===== config.mk =====
export PLATFORM = sky130hd
export DESIGN_NAME = exu_alu
export DESIGN_NICKNAME = d
export VERILOG_FILES = /design/src/hdl/exu_alu_pkg.sv /design/src/hdl/exu_alu.sv /design/src/hdl/exu_alu_bjp.sv /design/src/hdl/exu_alu_commit.sv /design/src/hdl/exu_alu_dpath.sv /design/src/hdl/exu_alu_rglr.sv
export SDC_FILE = /design/constraint.sdc
export NUM_CORES = 1
export LEC_CHECK = 0
export ABC_AREA = 1
export ABC_CLOCK_PERIOD_IN_PS = 3440
export BUFFER_PORTS_ARGS = -buffer_cell sky130_fd_sc_hd__buf_2
export CAP_MARGIN = 10
export CORE_UTILIZATION = 40
export DETAILED_ROUTE_END_ITERATION = 8
export GPL_TIMING_DRIVEN = 0
export HOLD_SLACK_MARGIN = 0.15
export PLACE_DENSITY = 0.65
export SYNTH_ARGS = -nofsm -noshare
export SYNTH_HDL_FRONTEND = slang
export SYNTH_SLANG_ARGS = --single-unit

===== constraint.sdc =====
create_clock -name clk -period 3.44 [get_ports clk]
set_input_delay 0.344 -clock clk [delete_from_list [all_inputs] [get_ports clk]]
set_output_delay 0.344 -clock clk [all_outputs]
set_load 0.02 [all_outputs]

===== src/hdl/exu_alu_pkg.sv =====
////////////////////////////////////////
// ALU execute stage shared definitions
// Widths, vector types, decode info,
// datapath request and commit payloads
////////////////////////////////////////

package exu_alu_pkg;

  localparam int XLEN        = 32;
  localparam int RFIDX_WIDTH = 6;   // Top bit picks the quantum-classical file
  localparam int PC_SIZE     = 32;

  typedef logic [XLEN-1:0]        xlen_t;
  typedef logic [RFIDX_WIDTH-1:0] rfidx_t;
  typedef logic [PC_SIZE-1:0]     pc_t;

  // Decode info from dispatch
  typedef struct packed {
    logic grp_bjp;   // 1 for branch-compare group
    logic alu_add;
    logic alu_sub;
    logic alu_xor;
    logic alu_or;
    logic alu_and;
    logic use_imm;   // Second operand from imm
    logic cmp_eq;
    logic cmp_ne;
    logic cmp_lt;
    logic cmp_gt;
    logic bprdt;     // Predicted branch outcome
  } dec_info_t;

  // Request into the shared datapath
  typedef struct packed {
    xlen_t op1;
    xlen_t op2;
    logic  cin;      // Adder carry-in
    logic  sel_add;
    logic  sel_xor;
    logic  sel_or;
    logic  sel_and;
  } alu_req_t;

  // Commit port payload
  typedef struct packed {
    pc_t   pc;
    xlen_t imm;
    logic  bjp;
    logic  prdt;
    logic  rslv;
  } cmt_t;

  // Write-back port payload
  typedef struct packed {
    xlen_t  data;
    rfidx_t rdidx;
  } wbck_t;

endpackage


===== src/hdl/exu_alu.sv =====
////////////////////////////////////////
// ALU execute stage top level
// Group decode, operand gating, unit
// instances and the commit stage
////////////////////////////////////////

`timescale 1ns/1ps

module exu_alu (
  input  logic                   clk,
  input  logic                   i_rst,
  // Dispatch
  input  logic                   i_valid,
  output logic                   o_ready,
  input  exu_alu_pkg::xlen_t     i_rs1,
  input  exu_alu_pkg::xlen_t     i_rs2,
  input  exu_alu_pkg::xlen_t     i_imm,
  input  exu_alu_pkg::dec_info_t i_info,
  input  exu_alu_pkg::pc_t       i_pc,
  input  exu_alu_pkg::rfidx_t    i_rdidx,
  input  logic                   i_rdwen,
  // Commit
  output logic                   o_cmt_valid,
  input  logic                   i_cmt_ready,
  output exu_alu_pkg::cmt_t      o_cmt,
  // Classical write-back
  output logic                   o_cwbck_valid,
  input  logic                   i_cwbck_ready,
  output exu_alu_pkg::wbck_t     o_cwbck,
  // Quantum-classical write-back
  output logic                   o_qcwbck_valid,
  input  logic                   i_qcwbck_ready,
  output exu_alu_pkg::wbck_t     o_qcwbck
);
  import exu_alu_pkg::*;

  logic      bjp_op;
  logic      alu_op;

  xlen_t     alu_rs1;
  xlen_t     alu_rs2;
  xlen_t     alu_imm;
  dec_info_t alu_info;
  xlen_t     bjp_rs1;
  xlen_t     bjp_rs2;
  dec_info_t bjp_info;

  alu_req_t  alu_req;
  alu_req_t  bjp_req;
  xlen_t     dp_res;
  logic      dp_cmp_res;
  xlen_t     alu_wdata;
  logic      bjp_rslv;
  logic      bjp_prdt;

  cmt_t      cmt_in;
  wbck_t     wbck_in;

  ////////////////////////////////////////
  // Group decode and operand gating
  ////////////////////////////////////////
  assign bjp_op = i_info.grp_bjp;
  assign alu_op = ~bjp_op;

  // Idle unit sees all zeros
  assign alu_rs1  = alu_op ? i_rs1  : '0;
  assign alu_rs2  = alu_op ? i_rs2  : '0;
  assign alu_imm  = alu_op ? i_imm  : '0;
  assign alu_info = alu_op ? i_info : '0;
  assign bjp_rs1  = bjp_op ? i_rs1  : '0;
  assign bjp_rs2  = bjp_op ? i_rs2  : '0;
  assign bjp_info = bjp_op ? i_info : '0;

  exu_alu_rglr u_rglr (
    .i_rs1   (alu_rs1),
    .i_rs2   (alu_rs2),
    .i_imm   (alu_imm),
    .i_info  (alu_info),
    .i_res   (dp_res),
    .o_req   (alu_req),
    .o_wdata (alu_wdata)
  );

  exu_alu_bjp u_bjp (
    .i_rs1     (bjp_rs1),
    .i_rs2     (bjp_rs2),
    .i_info    (bjp_info),
    .i_cmp_res (dp_cmp_res),
    .o_req     (bjp_req),
    .o_rslv    (bjp_rslv),
    .o_prdt    (bjp_prdt)
  );

  exu_alu_dpath u_dpath (
    .i_alu_req (alu_req),
    .i_bjp_req (bjp_req),
    .i_bjp_sel (bjp_op),
    .i_cmp_eq  (bjp_info.cmp_eq),
    .i_cmp_ne  (bjp_info.cmp_ne),
    .i_cmp_lt  (bjp_info.cmp_lt),
    .i_cmp_gt  (bjp_info.cmp_gt),
    .o_res     (dp_res),
    .o_cmp_res (dp_cmp_res)
  );

  ////////////////////////////////////////
  // Result pick for commit
  ////////////////////////////////////////
  assign cmt_in.pc    = i_pc;
  assign cmt_in.imm   = i_imm;
  assign cmt_in.bjp   = bjp_op;
  assign cmt_in.prdt  = bjp_op & bjp_prdt;
  assign cmt_in.rslv  = bjp_op & bjp_rslv;

  assign wbck_in.data  = alu_op ? alu_wdata : '0;
  assign wbck_in.rdidx = i_rdidx;

  exu_alu_commit u_commit (
    .clk            (clk),
    .i_rst          (i_rst),
    .i_valid        (i_valid),
    .i_cmt          (cmt_in),
    .i_wbck         (wbck_in),
    .i_rdwen        (alu_op & i_rdwen),  // Branches never write back
    .i_cmt_ready    (i_cmt_ready),
    .i_cwbck_ready  (i_cwbck_ready),
    .i_qcwbck_ready (i_qcwbck_ready),
    .o_ready        (o_ready),
    .o_cmt_valid    (o_cmt_valid),
    .o_cmt          (o_cmt),
    .o_cwbck_valid  (o_cwbck_valid),
    .o_cwbck        (o_cwbck),
    .o_qcwbck_valid (o_qcwbck_valid),
    .o_qcwbck       (o_qcwbck)
  );

endmodule


===== src/hdl/exu_alu_bjp.sv =====
////////////////////////////////////////
// Branch-compare unit
// Compare request and resolved outcome
////////////////////////////////////////

`timescale 1ns/1ps

module exu_alu_bjp (
  input  exu_alu_pkg::xlen_t     i_rs1,
  input  exu_alu_pkg::xlen_t     i_rs2,
  input  exu_alu_pkg::dec_info_t i_info,
  input  logic                   i_cmp_res,
  output exu_alu_pkg::alu_req_t  o_req,
  output logic                   o_rslv,
  output logic                   o_prdt
);
  import exu_alu_pkg::*;

  logic  cmp_any;
  xlen_t rs2_inv;

  assign cmp_any = i_info.cmp_eq | i_info.cmp_ne | i_info.cmp_lt | i_info.cmp_gt;

  assign rs2_inv = ~i_rs2;

  ////////////////////////////////////////
  // rs1 - rs2 on the shared adder
  ////////////////////////////////////////
  assign o_req.op1     = i_rs1;
  assign o_req.op2     = cmp_any ? rs2_inv : '0;
  assign o_req.cin     = cmp_any;
  assign o_req.sel_add = cmp_any;
  assign o_req.sel_xor = 1'b0;
  assign o_req.sel_or  = 1'b0;
  assign o_req.sel_and = 1'b0;

  // Outcome only counts with a compare selected
  assign o_rslv = cmp_any & i_cmp_res;
  assign o_prdt = cmp_any & i_info.bprdt;  // Echo of the prediction

endmodule


===== src/hdl/exu_alu_commit.sv =====
////////////////////////////////////////
// One-entry commit stage
// Result register, write-back routing
// and coupled commit handshake
////////////////////////////////////////

`timescale 1ns/1ps

module exu_alu_commit (
  input  logic               clk,
  input  logic               i_rst,
  input  logic               i_valid,
  input  exu_alu_pkg::cmt_t  i_cmt,
  input  exu_alu_pkg::wbck_t i_wbck,
  input  logic               i_rdwen,
  input  logic               i_cmt_ready,
  input  logic               i_cwbck_ready,
  input  logic               i_qcwbck_ready,
  output logic               o_ready,
  output logic               o_cmt_valid,
  output exu_alu_pkg::cmt_t  o_cmt,
  output logic               o_cwbck_valid,
  output exu_alu_pkg::wbck_t o_cwbck,
  output logic               o_qcwbck_valid,
  output exu_alu_pkg::wbck_t o_qcwbck
);
  import exu_alu_pkg::*;

  logic  vld_q;
  logic  rdwen_q;
  cmt_t  cmt_q;
  wbck_t wbck_q;

  logic  qc_sel;
  logic  need_cwbck;
  logic  need_qcwbck;
  logic  wbck_rdy;
  logic  drain;
  logic  load;

  ////////////////////////////////////////
  // Write-back port selection
  ////////////////////////////////////////
  assign qc_sel      = wbck_q.rdidx[RFIDX_WIDTH-1];
  assign need_cwbck  = rdwen_q & ~qc_sel;
  assign need_qcwbck = rdwen_q & qc_sel;

  // Ready of the write-back port this entry needs
  always_comb begin
    if (need_cwbck) begin
      wbck_rdy = i_cwbck_ready;
    end else if (need_qcwbck) begin
      wbck_rdy = i_qcwbck_ready;
    end else begin
      wbck_rdy = 1'b1;             // Nothing to write back
    end
  end

  assign drain   = vld_q & i_cmt_ready & wbck_rdy;
  assign o_ready = ~vld_q | drain;  // Back-to-back when draining
  assign load    = i_valid & o_ready;

  ////////////////////////////////////////
  // Entry register
  ////////////////////////////////////////
  always_ff @(posedge clk) begin
    if (i_rst) begin
      vld_q   <= 1'b0;
      rdwen_q <= 1'b0;
    end else if (load) begin
      vld_q   <= 1'b1;
      rdwen_q <= i_rdwen;
    end else if (drain) begin
      vld_q   <= 1'b0;
    end
  end

  always_ff @(posedge clk) begin
    if (load) begin
      cmt_q  <= i_cmt;
      wbck_q <= i_wbck;
    end
  end

  ////////////////////////////////////////
  // Output handshakes
  ////////////////////////////////////////
  // Commit and write-back only ever move together
  assign o_cmt_valid    = vld_q & wbck_rdy;
  assign o_cwbck_valid  = vld_q & need_cwbck & i_cmt_ready;
  assign o_qcwbck_valid = vld_q & need_qcwbck & i_cmt_ready;

  assign o_cmt    = cmt_q;
  assign o_cwbck  = need_cwbck  ? wbck_q : '0;  // Quiet on unused port
  assign o_qcwbck = need_qcwbck ? wbck_q : '0;

endmodule


===== src/hdl/exu_alu_dpath.sv =====
////////////////////////////////////////
// Shared ALU datapath
// One adder, logic ops, compare flags
////////////////////////////////////////

`timescale 1ns/1ps

module exu_alu_dpath (
  input  exu_alu_pkg::alu_req_t i_alu_req,
  input  exu_alu_pkg::alu_req_t i_bjp_req,
  input  logic                  i_bjp_sel,
  input  logic                  i_cmp_eq,
  input  logic                  i_cmp_ne,
  input  logic                  i_cmp_lt,
  input  logic                  i_cmp_gt,
  output exu_alu_pkg::xlen_t    o_res,
  output logic                  o_cmp_res
);
  import exu_alu_pkg::*;

  alu_req_t req;
  xlen_t    sum;
  xlen_t    res_xor;
  xlen_t    res_or;
  xlen_t    res_and;
  logic     ovf;
  logic     flag_eq;
  logic     flag_lt;
  logic     flag_gt;

  // Requester mux
  assign req = i_bjp_sel ? i_bjp_req : i_alu_req;

  ////////////////////////////////////////
  // Adder and logic operators
  ////////////////////////////////////////
  assign sum     = req.op1 + req.op2 + XLEN'(req.cin);
  assign res_xor = req.op1 ^ req.op2;
  assign res_or  = req.op1 | req.op2;
  assign res_and = req.op1 & req.op2;

  assign o_res = ({XLEN{req.sel_add}} & sum)
               | ({XLEN{req.sel_xor}} & res_xor)
               | ({XLEN{req.sel_or}}  & res_or)
               | ({XLEN{req.sel_and}} & res_and);

  ////////////////////////////////////////
  // Compare flags from rs1 - rs2
  ////////////////////////////////////////
  // Signed overflow of the adder
  assign ovf = (req.op1[XLEN-1] == req.op2[XLEN-1])
             & (sum[XLEN-1] != req.op1[XLEN-1]);

  assign flag_eq = (sum == '0);
  assign flag_lt = sum[XLEN-1] ^ ovf;     // Sign corrected by overflow
  assign flag_gt = ~flag_lt & ~flag_eq;

  assign o_cmp_res = (i_cmp_eq & flag_eq)
                   | (i_cmp_ne & ~flag_eq)
                   | (i_cmp_lt & flag_lt)
                   | (i_cmp_gt & flag_gt);

endmodule


===== src/hdl/exu_alu_rglr.sv =====
////////////////////////////////////////
// Regular ALU unit
// Datapath request for add, sub, xor,
// or and and
////////////////////////////////////////

`timescale 1ns/1ps

module exu_alu_rglr (
  input  exu_alu_pkg::xlen_t     i_rs1,
  input  exu_alu_pkg::xlen_t     i_rs2,
  input  exu_alu_pkg::xlen_t     i_imm,
  input  exu_alu_pkg::dec_info_t i_info,
  input  exu_alu_pkg::xlen_t     i_res,
  output exu_alu_pkg::alu_req_t  o_req,
  output exu_alu_pkg::xlen_t     o_wdata
);
  import exu_alu_pkg::*;

  xlen_t op2_raw;
  logic  op_any;

  // Immediate or register as second operand
  assign op2_raw = i_info.use_imm ? i_imm : i_rs2;

  assign op_any = i_info.alu_add | i_info.alu_sub | i_info.alu_xor
                | i_info.alu_or  | i_info.alu_and;

  assign o_req.op1 = i_rs1;
  // Subtract as add of inverted operand plus one
  assign o_req.op2 = i_info.alu_sub ? ~op2_raw : op2_raw;
  assign o_req.cin = i_info.alu_sub;

  assign o_req.sel_add = i_info.alu_add | i_info.alu_sub;
  assign o_req.sel_xor = i_info.alu_xor;
  assign o_req.sel_or  = i_info.alu_or;
  assign o_req.sel_and = i_info.alu_and;

  // No operation selected gives zero data
  assign o_wdata = op_any ? i_res : '0;

endmodule


==> impl_results.md, run 1 <==
- Arr. time, crit path: 3460 ps
- Post-synthesis cell area: 0.00899 mm^2
- # rows: 54
- F_max: 300 MHz
- Power per cell area: 369 mW/mm^2
- Critical Path Source Type: input port
- CP Data Required Time: 3570 ps
- Clock power frac: 24.8%
- Final instance area: 0.0121 mm^2
- Ys Warns: 0
- Sequential element share of the synthesized area: 35.5%
- Net Switching: 1750 uW
- 1st-pass router iterations: 7
- Synth top area share: 35.1%
- Io pins: 300
- Net Sw Frac: 39.1%
- CTS Buf Count: 9
- Yosys reg bits: 107
- Max Slew Vio Count: 0
- Die ar.: 0.0231 mm^2
- Setup TNS: 0 ps
- Starting density of the core: 40.9%
- Post-Route WL: 31,200 um
- # DRC: 50
- Fillers: 2,185
- Vias in the first global route: 9,188
- CTS sink count: 107
- Buffers on Ports: 296
- Final setup vio count: 0
- Peak supply drop: 0.000211 V
- Period utilisation layout: 97.0%
- Slew headroom: 51.8%
- DP Wirelength: 25,300 um
- Final hold vios: 0
- Multiplexer area fraction after synthesis: 0%
- Hold WC Path Type: input port to register
- Routed len/inst: 15.9 um
- Number of synthesized flops with an enable pin: 105
- Internal power: 2720 uW
- Fin nets: 1,903
- First-pass GRT wire length: 48,200 um
- Final min period: 3340 ps
- ANT nets after route: 0
- Die Width: 152 um
- Synth Instances: 1,328
- Clock slew seen by the registers of the worst setup and hold paths: 90 ps
- CTS tree: done
- Yosys cell types: 39
- Share of cells above drive strength 1: 26.9%
- Largest net degree at the start of global routing: 40
- Actual slew at the worst max-slew pin: 718 ps
- Via Count: 9,646
- Leakage dissipation: 0.00647 uW
- Post-synth ARST share: 0%
- Area after DPL: 0.0109 mm^2
- Xor/xnor share of the synthesized area: 1.07%
- Clk Latency, worst-skew pair: 370 ps
- Max cap viols: 0
- GPL Wtd Cong: 0.958
- Die Y: 152 um
- CP Class: input port to register
- Min Hold Slack: 157 ps
- Failing checks: design-rule violations
- Avg Inst Size Synth: 6.77 um^2
- Synth Area in Adders: 9.35%
- Main combinational cell family by area after synthesis: simple AND/OR/NAND/NOR gates
- Synth top cells by count: nand2_1, inv_1, nor2_1
- Synth Area in Compound Gates: 11.0%
- Core box area: 0.0220 mm^2
- GRT Util Overall: 26.8%
- Ys flop type: edfxtp_1
- Seq pwr share: 36.0%
- Post-synthesis simple-gate area fraction: 30.0%
- Grt total ovfl: 0
- Crit end category: register
- Max Clock Skew: 14.5 ps
- CTS max path bufs: 2
- Dominant cell type by area after synthesis: edfxtp_1
- Top cells by area, synth: edfxtp_1, nand2_1, inv_1
- Reg2Reg Depth: 7
- Status: complete, but fails checks
- CP max FO: 10
- Root Driver: clkbuf_16
- Area Overhead vs Synth: 34.8%
- Initial antenna violation count: 2
- Combinational power share: 39.2%
- Hold depth: 1
- Synthesized Nets: 1,547
- Htree depth: 3
- Drt via density: 4.90
- Top-count cell post-synth: nand2_1
- DRT iter0 DRCs: 727
-- layout make-up --
type	count	area, um^2	share of cell area, %
sequential	107	3190	26.3
clock inverter	7	88.8	0.733
buffer	46	216	1.79
tap	280	350	2.89
clock buffer	9	225	1.86
inverter	264	995	8.21
antenna	1	2.50	0.0207
multi-input combinational	910	5070	41.8
timing repair buffer	346	1980	16.3
-- state kept, by name (all words and copies together) (netlist names) --
signal            flops
u_commit.o_cmt       67
u_commit.wbck_q      37
u_commit.vld_q        1
u_commit.rdwen_q      1
u_commit.qc_sel       1
-- final timing paths --
check                  endpoint        startpoint  slack [ps]
max           u_commit.o_cmt[0]         i_info[9]         100
min          u_commit.o_cmt[29]         i_imm[26]         160
max reg2reg  u_commit.o_cmt[23]   u_commit.qc_sel        1080
min reg2reg    u_commit.rdwen_q  u_commit.rdwen_q         490
-- power by group through the flow --
stage | Combinational, uW | Sequential [uW] | Clock (uW)
2_1_floorplan | 945 | 1710 | 0
3_3_place_gp | 1510 | 1640 | 0
4_1_cts | 1610 | 1610 | 1140
6_report | 1750 | 1610 | 1110
5_1_grt | 1940 | 1620 | 1180
3_5_place_dp | 1530 | 1640 | 0
-- metrics by stage --
| step | cells | setup WS [ps] | power, uW | utilization (%) |
|---|---|---|---|---|
| floorplan | 1328 | 34.3 | 2650 | - |
| global placement | 1904 | -1350 | 3150 | 49.4 |
| detailed placement | 1906 | -1400 | 3170 | 49.5 |
| CTS | 1965 | 2.58 | 4360 | 53.3 |
| global route | 1970 | -51.6 | 4730 | 55.2 |
| finish | 1970 | 105 | 4470 | 55.2 |
-- layer usage --
layer | track usage (%) | part of all wire [%] | vias up
li1 | - | - | 4872
met1 | 35.2 | 45 | 4383
met2 | 45.0 | 46 | 351
met3 | 4.36 | 6.6 | 40
met4 | 8.65 | 2.3 | 0
met5 | 0 | 0 | -
-- cell usage in the layout (no fill, tap or decap), types with 10 or more instances in the layout --
master,count
o21ai_0,46
o21ai_1,12
nand2_2,26
ha_2,10
clkbuf_1,25
inv_1,255
nand2_1,429
nand3_1,42
ha_1,49
a41oi_1,28
nor2_1,111
edfxtp_1,105
a21oi_1,53
dlygate4sd3_1,38
buf_2,303
buf_4,12
-- kinds of logic (layout without fill, tap and decap cells) --
group | after synthesis | after routing
compound gates | 170 | 170
flops | 107 | 107
buf+inv | 311 | 672
xor+xnor | 11 | 11
other cells | 1 | 2
fa+ha+maj | 66 | 66
simple gates | 662 | 662
-- what timing repair did --
item | CTS | global route
setup buffers | 7 | 3
endpoints found under the setup margin | 27 | 5
gates resized for setup | 42 | 116
hold buffers | 37 | 1
pin swaps | 3 | 12
hold endpoints to repair | 37 | 1
-- worst max-delay path, stage by stage --
cell,delay (ps)
clkbuf_1,210
buf_4,250
o21ai_1,240
o21ai_4,130
fa_2,390
fa_2,450
nand3_2,110
nand3_4,100
nand2_2,100
nand2_4,80
xnor2_2,180
nand3_1,120
nor2_2,180
nand3_2,150
nor2_4,150
nand3_1,90
o21ai_1,90
nand3_1,80
Note: power is estimated with default switching activity, not from simulation.
==> run 2, diff against run 1 <==
--- a/config.mk
+++ b/config.mk
@@ -7,7 +7,7 @@
 export LEC_CHECK = 0
 export ABC_AREA = 1
 export ABC_CLOCK_PERIOD_IN_PS = 3440
-export BUFFER_PORTS_ARGS = -buffer_cell sky130_fd_sc_hd__buf_2
+export BUFFER_PORTS_ARGS = -buffer_cell sky130_fd_sc_hd__buf_4
 export CAP_MARGIN = 10
 export CORE_UTILIZATION = 40
 export DETAILED_ROUTE_END_ITERATION = 8
==> impl_results.md, run 2 (synthesis results as in run 1) <==
- Status: complete, but fails checks (unchanged)
- Failing checks: design-rule violations (unchanged)
- CTS tree: done (unchanged)
- Period utilisation layout: 97.0% (about the same)
- Setup TNS: 0 ps (unchanged)
- Die Y: 152 um (unchanged)
- Largest net degree at the start of global routing: 41 (was 40)
- Fin nets: 1,918 (was 1,903)
- Initial antenna violation count: 0 (was 2)
- Slew headroom: 45.4% (was 51.8%)
- Actual slew at the worst max-slew pin: 813 ps (was 718 ps)
- Via Count: 9,726 (was 9,646)
- Post-Layout Cell Count: 1,984 (was 1,970)
- 1st-pass router iterations: 7 (unchanged)
- Leakage dissipation: 0.00670 uW (was 0.00647 uW)
- Max Clock Skew: 15.1 ps (was 14.5 ps)
- Final min period: 3340 ps (about the same)
- Crit end category: register (unchanged)
- CTS max path bufs: 2 (unchanged)
- Core box area: 0.0220 mm^2 (unchanged)
- GRT Util Overall: 28.0% (was 26.8%)
- CTS sink count: 107 (unchanged)
- Final instance area: 0.0131 mm^2 (was 0.0121 mm^2)
- Vias in the first global route: 9,287 (was 9,188)
- Final setup vio count: 0 (unchanged)
- First-pass GRT wire length: 49,900 um (was 48,200 um)
- CP max FO: 4 (was 10)
- Root Driver: clkbuf_16 (unchanged)
- Worst path cell trace: buf_4 -> o41ai_4 -> buf_4 -> o21ai_2 -> fa_2 -> fa_2 -> nand3_1 -> nand3_2 -> nand2_1 -> nand2_2 -> xnor2_2 -> nand3_1 -> nor2_2 -> nand3_2 -> nor2_4 -> nand3_1 -> o21ai_1 -> nand3_1 (was clkbuf_1 -> buf_4 -> o21ai_1 -> o21ai_4 -> fa_2 -> fa_2 -> nand3_2 -> nand3_4 -> nand2_2 -> nand2_4 -> xnor2_2 -> nand3_1 -> nor2_2 -> nand3_2 -> nor2_4 -> nand3_1 -> o21ai_1 -> nand3_1)
- GPL Wtd Cong: 0.945 (was 0.958)
- Max Slew Vio Count: 0 (unchanged)
- Critical Path Source Type: input port (unchanged)
- Crit-path most repeated cell: nand3_1 (unchanged)
- Max reg flops: 67 (unchanged)
- Worst path max stage delay: 450 ps (about the same)
- Max cap viols: 0 (unchanged)
- CP max-delay cell: fa_2 (unchanged)
- Die ar.: 0.0231 mm^2 (unchanged)
- Area after DPL: 0.0116 mm^2 (was 0.0109 mm^2)
- Arr. time, crit path: 3480 ps (was 3460 ps)
- Clock slew seen by the registers of the worst setup and hold paths: 90 ps (about the same)
- Crit path max-delay family: simple AND/OR/NAND/NOR gates (unchanged)
- Fin util: 59.5% (was 55.2%)
- CTS Buf Count: 9 (unchanged)
- Most frequent cells in the layout: nand2_1, buf_4, inv_1, edfxtp_1, nor2_1 (was nand2_1, buf_2, inv_1, nor2_1, edfxtp_1)
- Peak supply drop: 0.000329 V (was 0.000211 V)
- CP Data Required Time: 3580 ps (was 3570 ps)
- Hold WC Path Type: input port to register (unchanged)
- Share of cells above drive strength 1: 26.9% (about the same)
- Die Width: 152 um (unchanged)
- F_max: 300 MHz (about the same)
- Diode count: 0 (was 1)
- Worst path bufs/invs: 2 (unchanged)
- DP Cell Count: 1,906 (unchanged)
- Starting density of the core: 40.9% (unchanged)
- # rows: 54 (unchanged)
- Buffers on Ports: 296 (unchanged)
- ANT nets after route: 0 (unchanged)
- Grt total ovfl: 0 (unchanged)
- CP Class: input port to register (unchanged)
- Drt via density: 4.90 (about the same)
- Power per cell area: 354 mW/mm^2 (was 369 mW/mm^2)
- Commonest non-fill, non-tap cell in the layout: nand2_1 (unchanged)
- Area Overhead vs Synth: 45.4% (was 34.8%)
- DP Wirelength: 26,200 um (was 25,300 um)
- # DRC: 50 (unchanged)
- Htree depth: 3 (unchanged)
- Io pins: 300 (unchanged)
- Routed len/inst: 16.5 um (was 15.9 um)
- Post-Route WL: 32,800 um (was 31,200 um)
- Clk Latency, worst-skew pair: 380 ps (was 370 ps)
- Final hold vios: 0 (unchanged)
- DRT iter0 DRCs: 562 (was 727)
run 2: repair_timing:
item | in CTS | in global routing
setup buffers | 5 | 6
hold endpoints to repair | 54 | 0
pin swaps | 2 | 13
resized for setup | 38 | 125
hold buffers | 53 | 0
gates cloned | 0 | 0
setup endpoints to repair | 26 | 6
run 2: per-stage QoR:
step / setup WS, ps / power (uW) / hold slack [ps]
2_1_floorplan: 34.3 / 2650 / 413
3_3_place_gp: -1380 / 3250 / 466
3_5_place_dp: -1400 / 3270 / 468
4_1_cts: 16.7 / 4480 / 150
5_1_grt: -32.9 / 4880 / 153
6_report: 103 / 4630 / 148
run 2: final cells by class:
class	instances	area (um^2)
Sequential cell	107	3190
Buffer	45	221
Clock inverter	7	88.8
Multi-Input combinational cell	910	5120
Tap cell	280	350
Fill cell	2131	8890
Inverter	264	995
Timing Repair Buffer	362	2880
Clock buffer	9	225
run 2: routing by layer:
metal / wire [um] / up-vias / global-route usage, %
met3: 2430 / 36 / 5.93
li1: - / 4894 / -
met4: 788 / 0 / 8.31
met1: 14400 / 4428 / 36.0
met2: 15200 / 368 / 47.3
met5: 0 / - / 0
run 2: final timing paths:
check | start | to | slack, ps | cells past startpoint
max | i_info[4] | u_commit.o_cmt[0] | 100 | 18
min | i_imm[2] | u_commit.o_cmt[5] | 150 | 1
max reg2reg | u_commit.qc_sel | u_commit.o_cmt[3] | 940 | 7
min reg2reg | u_commit.rdwen_q | u_commit.rdwen_q | 480 | 2
run 2: power by group:
part	internal (uW)	switching [uW]	total, uW
Sequential	1580	30.0	1610
Clock	530	607	1140
Combinational	722	1160	1880
Total	2830	1800	4630
run 2: worst register-to-register path, delay by kind of cell (launching register included):
| family | cells | cell delay [ps] |
|---|---|---|
| AOI/OAI and AO/OA | 2 | 430 |
| buffers and inverters | 3 | 1080 |
| DFF | 1 | 390 |
| and+or+nand+nor | 2 | 290 |
